[config.mk]
export PLATFORM = sky130hd
export DESIGN_NAME = link_top
export DESIGN_NICKNAME = d
export VERILOG_FILES = /design/src/link_pkg.sv /design/src/link_top.sv /design/src/link_status.sv /design/src/link_rx_check.sv /design/src/link_tx_gen.sv
export SDC_FILE = /design/constraint.sdc
export NUM_CORES = 1
export LEC_CHECK = 0
export ABC_AREA = 1
export BUFFER_PORTS_ARGS = -buffer_cell sky130_fd_sc_hd__clkbuf_2
export CAP_MARGIN = 0
export CORE_UTILIZATION = 63
export DETAILED_ROUTE_END_ITERATION = 7
export GPL_TIMING_DRIVEN = 0
export PLACE_DENSITY = 0.94
export SLEW_MARGIN = 25
export SYNTH_ARGS = -nofsm -noshare
export SYNTH_HDL_FRONTEND = slang
export SYNTH_HIERARCHICAL = 1
export SYNTH_SLANG_ARGS = --single-unit
export TNS_END_PERCENT = 100
[constraint.sdc]
create_clock -name tx_pclk -period 3.3 [get_ports tx_pclk]
set_input_delay 0.33 -clock tx_pclk [delete_from_list [all_inputs] [get_ports tx_pclk]]
set_output_delay 0.33 -clock tx_pclk [all_outputs]
set_load 0.02 [all_outputs]
[src/link_pkg.sv]
`default_nettype none

package link_pkg;

  localparam int ERR_W = 16;

  // error counter stops here
  localparam logic [ERR_W-1:0] ERR_MAX = '1;

  // K28.5, always sent with k set
  localparam logic [7:0] COMMA_BYTE = 8'hBC;

  typedef struct packed {
    logic [7:0] data;
    logic       k;      // control character when set
  } link_word_t;

  typedef struct packed {
    logic             locked;
    logic             lost;       // one cycle when lock drops
    logic [ERR_W-1:0] err_count;  // saturating
  } link_stat_t;

  typedef enum logic {
    ST_HUNT   = 1'b0,
    ST_LOCKED = 1'b1
  } lock_state_t;

  localparam link_word_t COMMA_WORD = '{data: COMMA_BYTE, k: 1'b1};

  function automatic logic is_comma(input link_word_t w);
    return w.k && (w.data == COMMA_BYTE);
  endfunction

  // other control characters are neither comma nor data
  function automatic logic is_data(input link_word_t w);
    return !w.k;
  endfunction

endpackage

`default_nettype wire
[src/link_top.sv]
`timescale 1ns/10ps
`default_nettype none

module link_top #(
  parameter int COMMA_PERIOD = 16,
  parameter int LOSS_LIMIT   = 4,
  parameter int HB_BITS      = 24
) (
  input  wire logic                 tx_pclk,
  input  wire logic                 rst_n,
  input  wire logic                 tx_en,
  input  wire logic                 clear_loss,
  input  wire link_pkg::link_word_t rx_word,
  output link_pkg::link_word_t      tx_word,
  output link_pkg::link_stat_t      stat,
  output logic [7:0]                led
);

  // transmit framer
  link_tx_gen #(
    .COMMA_PERIOD (COMMA_PERIOD)
  ) u_tx_gen (
    .tx_pclk (tx_pclk),
    .rst_n   (rst_n),
    .tx_en   (tx_en),
    .tx_word (tx_word)
  );

  // receive side shares tx_pclk here
  link_rx_check #(
    .LOSS_LIMIT (LOSS_LIMIT)
  ) u_rx_check (
    .tx_pclk (tx_pclk),
    .rst_n   (rst_n),
    .rx_word (rx_word),
    .stat    (stat)
  );

  link_status #(
    .HB_BITS (HB_BITS)
  ) u_status (
    .tx_pclk    (tx_pclk),
    .rst_n      (rst_n),
    .clear_loss (clear_loss),
    .stat       (stat),        // same struct as the top output
    .led        (led)
  );

endmodule

`default_nettype wire

[src/link_status.sv]
`timescale 1ns/10ps
`default_nettype none

module link_status #(
  parameter int HB_BITS = 24
) (
  input  wire logic                 tx_pclk,
  input  wire logic                 rst_n,
  input  wire logic                 clear_loss,
  input  wire link_pkg::link_stat_t stat,
  output logic [7:0]                led
);

  logic [HB_BITS-1:0] hb_count;
  logic               loss_flag;  // sticky until cleared
  logic               loss_nxt;
  logic               err_any;

  // new loss beats a clear in the same cycle
  assign loss_nxt = stat.lost | (loss_flag & ~clear_loss);
  assign err_any  = |stat.err_count;

  always_ff @(posedge tx_pclk) begin
    if (!rst_n) begin
      hb_count <= '0;
    end else begin
      hb_count <= hb_count + 1'b1;
    end
  end

  always_ff @(posedge tx_pclk) begin
    if (!rst_n) begin
      loss_flag <= 1'b0;
    end else begin
      loss_flag <= loss_nxt;
    end
  end

  // led map, msb first
  always_ff @(posedge tx_pclk) begin
    if (!rst_n) begin
      led <= 8'd0;
    end else begin
      led[7]   <= loss_nxt;
      led[6]   <= stat.locked;
      led[5]   <= hb_count[HB_BITS-1];  // heartbeat
      led[4]   <= err_any;
      led[3:0] <= stat.err_count[3:0];
    end
  end

endmodule

`default_nettype wire

[src/link_rx_check.sv]
`timescale 1ns/10ps
`default_nettype none

module link_rx_check #(
  parameter int LOSS_LIMIT = 4
) (
  input  wire logic                 tx_pclk,
  input  wire logic                 rst_n,
  input  wire link_pkg::link_word_t rx_word,
  output link_pkg::link_stat_t      stat
);

  import link_pkg::*;

  localparam int RUN_W = $clog2(LOSS_LIMIT + 1);
  localparam logic [RUN_W-1:0] RUN_LAST = RUN_W'(LOSS_LIMIT - 1);

  lock_state_t      state;
  lock_state_t      state_nxt;
  logic             comma_seen;  // last word was a comma while hunting
  logic [7:0]       expected;
  logic [RUN_W-1:0] bad_run;
  logic [ERR_W-1:0] err_count;
  logic             lost;

  logic rx_comma;
  logic rx_data;
  logic locked_data;
  logic mismatch;
  logic run_done;

  assign rx_comma    = is_comma(rx_word);
  assign rx_data     = is_data(rx_word);
  assign locked_data = (state == ST_LOCKED) && rx_data;
  assign mismatch    = locked_data && (rx_word.data != expected);
  assign run_done    = mismatch && (bad_run == RUN_LAST);  // this word ends the bad run

  always_comb begin
    state_nxt = state;
    case (state)
      ST_HUNT: begin
        if (rx_data && comma_seen) begin
          state_nxt = ST_LOCKED;
        end
      end
      ST_LOCKED: begin
        if (run_done) begin
          state_nxt = ST_HUNT;
        end
      end
      default: state_nxt = ST_HUNT;
    endcase
  end

  always_ff @(posedge tx_pclk) begin
    if (!rst_n) begin
      state <= ST_HUNT;
    end else begin
      state <= state_nxt;
    end
  end

  // comma then data locks and stray control chars leave it alone
  always_ff @(posedge tx_pclk) begin
    if (!rst_n) begin
      comma_seen <= 1'b0;
    end else if (state == ST_HUNT) begin
      if (rx_comma) begin
        comma_seen <= 1'b1;
      end else if (rx_data) begin
        comma_seen <= 1'b0;
      end
    end else begin
      comma_seen <= 1'b0;
    end
  end

  // seeded by every hunt data word so the locking word sets it
  always_ff @(posedge tx_pclk) begin
    if (rx_data) begin
      if (state == ST_HUNT) begin
        expected <= rx_word.data + 8'd1;
      end else begin
        expected <= expected + 8'd1;  // moves on even after a miss
      end
    end
  end

  always_ff @(posedge tx_pclk) begin
    if (!rst_n) begin
      bad_run <= '0;
    end else if (run_done) begin
      bad_run <= '0;
    end else if (mismatch) begin
      bad_run <= bad_run + 1'b1;
    end else if (locked_data) begin
      bad_run <= '0;  // a good word breaks the run
    end
  end

  always_ff @(posedge tx_pclk) begin
    if (!rst_n) begin
      err_count <= '0;
      lost      <= 1'b0;
    end else begin
      lost <= run_done;
      if (mismatch && err_count != ERR_MAX) begin
        err_count <= err_count + 1'b1;
      end
    end
  end

  assign stat.locked    = (state == ST_LOCKED);
  assign stat.lost      = lost;
  assign stat.err_count = err_count;

endmodule

`default_nettype wire

[src/link_tx_gen.sv]
`timescale 1ns/10ps
`default_nettype none

module link_tx_gen #(
  parameter int COMMA_PERIOD = 16
) (
  input  wire logic             tx_pclk,
  input  wire logic             rst_n,
  input  wire logic             tx_en,
  output link_pkg::link_word_t  tx_word
);

  import link_pkg::*;

  localparam int SLOT_W = $clog2(COMMA_PERIOD);
  localparam logic [SLOT_W-1:0] SLOT_LAST = SLOT_W'(COMMA_PERIOD - 1);

  logic [SLOT_W-1:0] slot;       // position inside the frame
  logic [7:0]        seq;        // next sequence byte to send
  logic              slot_zero;
  logic              send_data;

  assign slot_zero = (slot == '0);
  assign send_data = tx_en && !slot_zero;

  // frame slot counter, frozen while idle
  always_ff @(posedge tx_pclk) begin
    if (!rst_n) begin
      slot <= '0;
    end else if (tx_en) begin
      if (slot == SLOT_LAST) begin
        slot <= '0;
      end else begin
        slot <= slot + 1'b1;
      end
    end
  end

  // advances only on data slots
  always_ff @(posedge tx_pclk) begin
    if (!rst_n) begin
      seq <= 8'd0;
    end else if (send_data) begin
      seq <= seq + 8'd1;  // wraps at 255
    end
  end

  // output word register, comma on slot 0 and while idle
  always_ff @(posedge tx_pclk) begin
    if (!rst_n) begin
      tx_word <= COMMA_WORD;
    end else if (send_data) begin
      tx_word.data <= seq;
      tx_word.k    <= 1'b0;
    end else begin
      tx_word <= COMMA_WORD;
    end
  end

endmodule

`default_nettype wire

==> results of run 1 <==
==> critical path, cell delays in order, from the launching register on <==
cell and delay [ps]:
dfxtp_1 320, buf_4 160, o21ai_0 410, inv_1 90
ha_1 240, nand3_1 140, nor3_1 80, xor2_1 160
==> final cells by class <==
| cell class | count | area (um2) | share of cell area |
|---|---|---|---|
| buffer | 13 | 92.6 | 0.0188 |
| inverter | 94 | 353 | 0.0718 |
| tap | 80 | 100 | 0.0204 |
| timing repair buffer | 47 | 235 | 0.0478 |
| clock inverter | 7 | 65.1 | 0.0132 |
| clock buffer | 9 | 124 | 0.0252 |
| multi-input combinational | 450 | 2200 | 0.448 |
| sequential | 83 | 1740 | 0.354 |
==> through the flow <==
| step | utilization | hold WS (ps) | setup WS [ps] | total power, mW |
|---|---|---|---|---|
| after global routing | 0.728 | 280 | 1380 | 1.96 |
| after CTS | 0.728 | 247 | 1480 | 1.89 |
| after detailed placement | 0.700 | 442 | 1500 | 1.20 |
| final | 0.728 | 254 | 1430 | 1.88 |
| after floorplan | - | 417 | 1710 | 1.16 |
| after global placement | 0.700 | 427 | 1600 | 1.19 |
==> state kept, by name, summed over array words and instances (netlist names), 3 cells and up <==
signal,cells
u_status/led,7
u_rx_check/err_count,16
u_rx_check/bad_run,3
u_tx_gen/slot,4
u_tx_gen/seq,8
u_rx_check/expected,8
u_tx_gen/tx_word,9
u_status/hb_count,24
==> worst paths after layout <==
| kind | startpoint | end | slack, ps | cells past startpoint |
|---|---|---|---|---|
| setup / recovery | u_rx_check/state | u_rx_check/expected[6] | 1430 | 7 |
| hold / removal | clear_loss | u_status/loss_flag | 250 | 4 |
| setup reg to reg | u_rx_check/state | u_rx_check/expected[6] | 1430 | 7 |
| hold reg to reg | u_status/hb_count[0] | u_status/hb_count[0] | 460 | 1 |
==> cell usage in the layout, fill, tap and decap left out, drive strengths merged <==
cell / count
a21oi: 26
buf: 10
clkbuf: 59
clkinv: 2
clkinvlp: 1
dfxtp: 75
edfxtp: 8
ha: 8
inv: 98
nand2: 196
nand3: 38
nand3b: 2
nand4: 7
nor2: 121
nor3: 4
nor3b: 1
nor4: 3
o21a: 2
o21ai: 19
or2: 3
xnor2: 1
xor2: 19
==> metal layers <==
metal	vias to the layer above	track usage	part of all wire
met5	-	0	0
met4	0	0.130	0.024
met3	27	0.0462	0.052
met2	142	0.503	0.51
met1	1931	0.325	0.42
li1	2085	-	-
==> power by group <==
group          switching, mW  internal [mW]
sequential            0.0126           1.04
clock                  0.409          0.292
combinational         0.0888         0.0431
==> logic make-up after synthesis <==
group | Yosys count
AND/OR/NAND/NOR | 375
XOR/XNOR | 20
flip-flops | 83
adder cells (fa/ha/maj) | 8
AO/OA/AOI/OAI | 47
buffers and inverters | 107
==> run_results.csv, run 1 <==
group,metric,value,unit
power_and_ir_drop,p_leak,2.34,nW
detailed_routing,via_per_inst,5.34,
synthesis,yosysMostFrequentCell,"nand2_1",
clock_network,insertion_delay,350,ps
synthesis,avgSynthCellArea,6.86,um2
placed_design,port_buffers,47,
clock_network,cts_tree,"built",
placed_design,dp_cells,767,
synthesis,yosysSeqAreaShare,0.397,
die,dieArea,7310,um2
synthesis,ys_ff_latch,83,
timing,slew_viol_final,0,
timing,min_period,1870,ps
placed_design,dp_hpwl,7040,um
timing,worst_slew_pin_slew,508,ps
synthesis,synth_area_leaders,"dfxtp_1, nand2_1, nor2_1",
timing,final.period_utilization,0.565,
timing,fin_skew,11.6,ps
synthesis,synth_fa_ha_area_frac,0.0228,
cells_and_area,final_cells,783,
die,initial_core_util,0.650,
timing,setup-tns-final,0,ps
clock_network,clockRootBuffer,"clkbuf_8",
min_path,hp-class,"primary input to register",
clock_network,cts_resized,0,
synthesis,synth_common_cells,"nand2_1, nor2_1, inv_1, dfxtp_1, nand3_1",
synthesis,synth_top_family_by_area,"simple AND/OR/NAND/NOR gates",
detailed_routing,drt-wirelength-per-cell,12.6,um
clock_network,cts_made_buffers,9,
detailed_routing,firstDrtPassIters,5,
detailed_routing,drtAntennaViolNets,0,
cells_and_area,drive_gt1_frac,0.154,
global_routing,grt_pass1_vias,4000,
timing,fmax,536,MHz
synthesis,synth_compound_area_frac,0.0598,
clock_network,cts_max_level,3,
global_routing,grt_pass1_wl,16300,um
setup_path,start_kind,"register",
timing,rsz0062_at_grt,"no",
clock_network,cts_setup_buffers,0,
detailed_routing,drc,0,
detailed_routing,vias,4185,
clock_network,cts_max_path_buffers,2,
placed_design,globalplace.congestion,0.901,
status,status,"finished, final reports clean",
cells_and_area,fillers,501,
cells_and_area,fin_nets,719,
synthesis,yosysUniqueCellTypes,34,
global_routing,grt_max_degree,18,
die,die_h,85.5,um
clock_network,clock_sink_count,83,
synthesis,synth_nets,661,
synthesis,synth_area,4390,um2
placed_design,place_area,4730,um2
synthesis,async_reset_ff_frac,0,
cells_and_area,antenna_cells,0,
timing,final_hold_viol_count,0,
cells_and_area,final_area,4920,um2
setup_path,crit_fanout,8,
timing,setup_viol,0,
synthesis,synth_largest_area_cell,"dfxtp_1",
global_routing,antenna_found_initial,0,
die,io_pins,48,
die,core_area,6760,um2
synthesis,synth-xor-area-share,0.0399,
synthesis,synthMuxAreaShare,0,
global_routing,gr-total-overflow,0,
setup_path,endpoint_kind,"register",
die,rows,30,
setup_path,cp.arrival,1960,ps
synthesis,synth_enable_flop_cells,8,
synthesis,yosysWarnings,6,
clock_network,holdBufCountCts,0,
die,die_w,85.5,um
detailed_routing,wl,9870,um
synthesis,synth_flop_cell,"dfxtp_1",
timing,slew_headroom,0.662,
setup_path,cp.required,3390,ps
power_and_ir_drop,ir_worst_vdd,0.000288,V
power_and_ir_drop,powerDensity,383,nW/um2
cells_and_area,syn_to_final_growth,11.9,%
setup_path,worstSetupPathType,"register to register",
clock_network,clk_pin_slew,90,ps
global_routing,track_usage,0.279,
synthesis,synth-simple-area-share,0.379,
run,cap_violations,0,
detailed_routing,first_iter_violations,272,
synthesis,postSynthCellCount,640,
synthesis,yosysTopAreaCellShare,0.342,
Power figures use the tool's default switching activity.
==> run 2, diff against run 1 <==
Settings changed: CORE_UTILIZATION 63 to 53, PLACE_DENSITY 0.94 to 0.85.
Clock period 3.3 ns to 1.55 ns, I/O delays scaled along.
==> run 2 against run 1 <==
Effect of this change:
- the run now ends with setup timing left
- sequential cell count stayed put
- critical path depth is 1 higher
- clock-buffer cell count did not move
- sequential power increased by 110%
==> run_results.csv, run 2 (synthesized netlist as in run 1, its figures left out) <==
group,metric,value,unit
detailed_routing,drt-wirelength-per-cell,12.9,um
min_path,hp-class,"primary input to register",
clock_network,cts_max_level,3,
cells_and_area,fillers,623,
clock_network,insertion_delay,360,ps
detailed_routing,vias,4176,
global_routing,antenna_found_initial,0,
power_and_ir_drop,p_leak,2.46,nW
cells_and_area,final_cell_mix,"nand2_1, nor2_1, inv_1, dfxtp_1, clkbuf_2",
timing,min_period,1600,ps
cells_and_area,drive_gt1_frac,0.251,
detailed_routing,via_per_inst,5.12,
global_routing,grt_max_degree,17,
detailed_routing,drc,0,
placed_design,place_area,4750,um2
die,die_w,93.0,um
timing,final.period_utilization,1.04,
cells_and_area,top_register,"u_status/hb_count",
setup_path,endpoint_kind,"register",
timing,fin_skew,6.81,ps
status,violations,"setup timing",
setup_path,worstSetupPathType,"register to register",
clock_network,holdBufCountCts,0,
power_and_ir_drop,ir_worst_vdd,0.000462,V
timing,final_hold_viol_count,0,
timing,worst_slew_pin_slew,589,ps
detailed_routing,drtAntennaViolNets,0,
detailed_routing,first_iter_violations,202,
cells_and_area,syn_to_final_growth,21.7,%
cells_and_area,fin_nets,729,
placed_design,port_buffers,47,
timing,postLayoutSetupSlackWorst,-54.7,ps
run,cap_violations,0,
global_routing,gr-total-overflow,0,
status,status,"finished, violations left",
placed_design,globalplace.congestion,0.861,
setup_path,cp.arrival,1690,ps
cells_and_area,final_area,5350,um2
clock_network,cts_made_buffers,9,
detailed_routing,firstDrtPassIters,5,
cells_and_area,layout_commonest_cell,"nand2_1",
timing,slew_headroom,0.607,
setup_path,crit_fanout,8,
die,io_pins,48,
die,initial_core_util,0.557,
clock_network,cts_tree,"built",
setup_path,start_kind,"register",
cells_and_area,largest_reg_flops,24,
die,rows,32,
setup_path,cp.required,1640,ps
clock_network,cts_max_path_buffers,2,
global_routing,track_usage,0.238,
cells_and_area,top_regs,"u_status/hb_count: 24 flops, u_rx_check/err_count: 16 flops, u_tx_gen/tx_word: 9 flops",
timing,rsz0062_at_grt,"yes",
cells_and_area,regArea,1760,um2
detailed_routing,wl,10500,um
clock_network,clockRootBuffer,"clkbuf_8",
clock_network,clk_pin_slew,90,ps
timing,slew_viol_final,0,
die,core_area,7890,um2
timing,setup_viol,12,
timing,setup-tns-final,-336,ps
placed_design,dp_hpwl,6850,um
die,die_h,93.0,um
clock_network,clock_sink_count,83,
cells_and_area,antenna_cells,0,
die,dieArea,8650,um2
timing,fmax,623,MHz
cells_and_area,multi_input_area,2440,um2
global_routing,grt_pass1_wl,16500,um
power_and_ir_drop,powerDensity,781,nW/um2
global_routing,grt_pass1_vias,3857,
-- run 2: changes by cell type in the layout (fill, tap and decap cells not counted), sizes merged --
cell,before,now
bufinv,0,1
clkinv,2,3
buf,10,19
clkinvlp,1,0
clkbuf,59,60
inv,98,97
-- run 2: timing repair --
action / in CTS / in global routing
cloned: 0 / 2
buffers inserted: 3 / 5
endpoints found under the hold margin: 0 / 0
resized for setup: 18 / 79
pin swaps: 3 / 29
setup endpoints to repair: 14 / 28
-- run 2: power by group --
group	internal (mW)	switching (mW)
combinational	0.111	0.207
clock	0.770	0.850
sequential	2.21	0.0317
-- run 2: worst paths after layout --
kind                            end  depth (start not counted)  slack, ps             startpoint
min reg2reg   u_rx_check/comma_seen                          2        460  u_rx_check/comma_seen
max          u_rx_check/expected[6]                          8        -50       u_rx_check/state
max reg2reg  u_rx_check/expected[6]                          8        -50       u_rx_check/state
min              u_status/loss_flag                          4         80             clear_loss
-- run 2: final cells by class --
type,instances,share of cell area
Multi-Input combinational cell,450,0.456
Tap cell,102,0.0239
Timing Repair Buffer,57,0.0634
Clock inverter,7,0.0157
Inverter,94,0.0660
Buffer,13,0.0234
Sequential cell,83,0.329
Clock buffer,9,0.0232
-- run 2: through the flow --
| stage | setup WS, ps | utilization | instances | total power [mW] | hold WS [ps] |
|---|---|---|---|---|---|
| 3_3_place_gp | -44.1 | 0.603 | 789 | 2.54 | 429 |
| 4_1_cts | -5.97 | 0.638 | 808 | 4.16 | 62.0 |
| 3_5_place_dp | -118 | 0.603 | 789 | 2.56 | 440 |
| 5_1_grt | -147 | 0.678 | 815 | 4.33 | 92.0 |
| 6_report | -54.7 | 0.678 | 815 | 4.18 | 78.1 |
| 2_1_floorplan | 25.2 | - | 640 | 2.47 | 275 |
-- run 2: critical path, stage by stage, from the launching register on --
cell,delay (ps)
dfxtp_2,340
buf_12,150
nand2_1,120
o21ai_4,90
inv_1,80
ha_2,200
nand3_2,110
nor3_2,140
xor2_1,100
-- run 2: metal layers --
layer	track usage	share of wire	vias up
met2	0.428	0.51	142
met3	0.0488	0.062	17
met1	0.278	0.41	1925
met4	0.0846	0.015	0
li1	-	-	2092
met5	0	0	-
==> run 3, diff against run 2 <==
Settings changed: BUFFER_PORTS_ARGS -buffer_cell sky130_fd_sc_hd__clkbuf_2 to unset, CORE_UTILIZATION 53 to 57, DONT_BUFFER_PORTS set to 1, PLACE_DENSITY 0.85 to 0.84.
==> run 3 against run 2 <==
Effect of this change:
- the run still ends with setup timing left
- combinational power is 19% lower
- wire length is 3.5% lower
- register-to-register slack hardly changed
- sequential power hardly changed
- non-clock buffer count is 46 lower
- utilization is 1.0 points higher
- die area is 6.9% lower
- clock skew is 3.9 ps higher
- sequential share of layout area is 2.5 points higher
- total power is 0.26% higher
- worst setup slack worse by 9.7 ps
- worst hold slack worse by 61 ps
- critical path type unchanged
- highest routed layer unchanged
==> run_results.csv, run 3 (synthesized netlist as in run 1, its figures left out) <==
group,metric,value,unit
setup_path,r2r-start,"u_rx_check/err_count[4]",
timing,fin_skew,10.7,ps
placed_design,dp_hpwl,6660,um
power_and_ir_drop,p_int,3.24,mW
detailed_routing,drtAntennaViolNets,0,
cells_and_area,top_register,"u_status/hb_count",
timing,postLayoutSetupSlackWorst,-64.4,ps
placed_design,globalplace.congestion,0.880,
detailed_routing,via_per_inst,5.26,
detailed_routing,firstDrtPassIters,6,
global_routing,grt_pass1_wl,16500,um
die,core_area,7330,um2
timing,fmax,619,MHz
setup_path,cp.arrival,1840,ps
power_and_ir_drop,power_switching,0.948,mW
setup_path,crit_path_start,"u_rx_check/err_count[4]",
clock_network,clock_sink_count,83,
power_and_ir_drop,swShare,0.226,
clock_network,clk_pin_slew,80,ps
clock_network,cts_tree,"built",
power_and_ir_drop,power_frac_clock,0.404,
power_and_ir_drop,seqPwrFrac,0.534,
setup_path,cp.required,1780,ps
detailed_routing,vias,4031,
setup_path,crit_fanout,5,
timing,min_period,1610,ps
cells_and_area,final_cells,766,
die,rows,31,
power_and_ir_drop,powerDensity,830,nW/um2
die,die_w,89.8,um
global_routing,grt_max_degree,14,
timing,worst_slew_pin_slew,518,ps
cells_and_area,layout_commonest_cell,"nand2_1",
cells_and_area,syn_to_final_growth,14.9,%
cells_and_area,fillers,570,
timing,final.period_utilization,1.04,
run,cap_violations,0,
cells_and_area,largest_reg_flops,24,
placed_design,dp_cells,739,
power_and_ir_drop,p_leak,2.24,nW
setup_path,worstSetupPathType,"register to register",
cells_and_area,top_regs,"u_status/hb_count: 24 flops, u_rx_check/err_count: 16 flops, u_tx_gen/tx_word: 9 flops",
min_path,hp-class,"primary input to register",
cells_and_area,postLayoutCoreUtil,0.688,
min_path,hp-start,"tx_en",
placed_design,port_buffers,0,
timing,slew_headroom,0.655,
timing,setup_viol,7,
global_routing,grt_pass1_vias,3903,
die,initial_core_util,0.599,
detailed_routing,wl,10100,um
clock_network,insertion_delay,340,ps
setup_path,r2r_slack,-60,ps
global_routing,gr-total-overflow,0,
die,io_pins,48,
timing,slew_viol_final,0,
status,status,"finished, violations left",
setup_path,start_kind,"register",
clock_network,cts_made_buffers,9,
cells_and_area,final_cell_mix,"nand2_1, nor2_1, inv_1, dfxtp_1, nand3_1",
timing,final_hold_viol_count,0,
timing,setup-tns-final,-163,ps
die,dieArea,8060,um2
cells_and_area,antenna_cells,0,
detailed_routing,drt-wirelength-per-cell,13.2,um
power_and_ir_drop,comb_power_share,0.062,
detailed_routing,drc,0,
cells_and_area,drive_gt1_frac,0.174,
detailed_routing,first_iter_violations,198,
setup_path,endpoint_kind,"register",
global_routing,antenna_found_initial,0,
status,violations,"setup timing",
power_and_ir_drop,ir_worst_vdd,0.000969,V
timing,rsz0062_at_grt,"yes",
die,die_h,89.8,um
global_routing,track_usage,0.247,
clock_network,clockRootBuffer,"clkbuf_8",
clock_network,cts_max_level,3,
clock_network,cts_max_path_buffers,2,
cells_and_area,fin_nets,683,
-- run 3: worst paths after layout --
kind	to	cells after the start
max	u_rx_check/err_count[11]	9
min	u_tx_gen/slot[1]	2
max reg2reg	u_rx_check/err_count[11]	9
min reg2reg	u_status/led[5]	2
-- run 3: layout make-up --
class                      count  area (um2)  area share
buffer                        13         108      0.0213
tap                           99         124      0.0246
clock inverter                 4        73.8      0.0146
sequential                    83        1780       0.353
multi-input combinational    450        2350       0.466
clock buffer                  12         145      0.0288
inverter                      94         353      0.0699
timing repair buffer          11         108      0.0213
-- run 3: power by group through the flow --
stage	Sequential, mW	Combinational [mW]	Clock, mW
after floorplan	2.29	0.181	0
after global placement	2.30	0.209	0
after detailed placement	2.30	0.220	0
after CTS	2.24	0.245	1.71
after global routing	2.24	0.293	1.82
final	2.24	0.258	1.69
-- run 3: what timing repair did --
item	CTS	global route
setup endpoints to repair	18	25
hold buffers	3	0
hold endpoints to repair	10	0
resized for setup	39	35
pin swaps	3	11
gates cloned	0	2
buffers inserted	3	3
-- run 3: layer usage --
metal,vias up,global-route usage,share of wire
li1,2011,-,-
met1,1859,0.295,0.42
met2,143,0.445,0.50
met3,18,0.0398,0.059
met4,0,0.0888,0.014
met5,-,0,0
-- run 3: per-stage QoR --
stage	area (um2)	worst slack [ps]	hold slack, ps	power, mW
2_1_floorplan	4390	25.2	275	2.47
3_3_place_gp	4520	-202	280	2.50
3_5_place_dp	4520	-252	280	2.52
4_1_cts	4890	-23.8	3.10	4.20
5_1_grt	5040	-137	18.9	4.35
6_report	5040	-64.4	17.2	4.19
-- run 3: worst max-delay path: stages (launching register included) --
cell     delay [ps]
dfxtp_2         440
nand2_1         140
nor2_1          250
nand3_1         190
nand2_1         110
nand2_1          80
inv_1            60
nand3_1          90
nand2_1          90
nor2_1           50
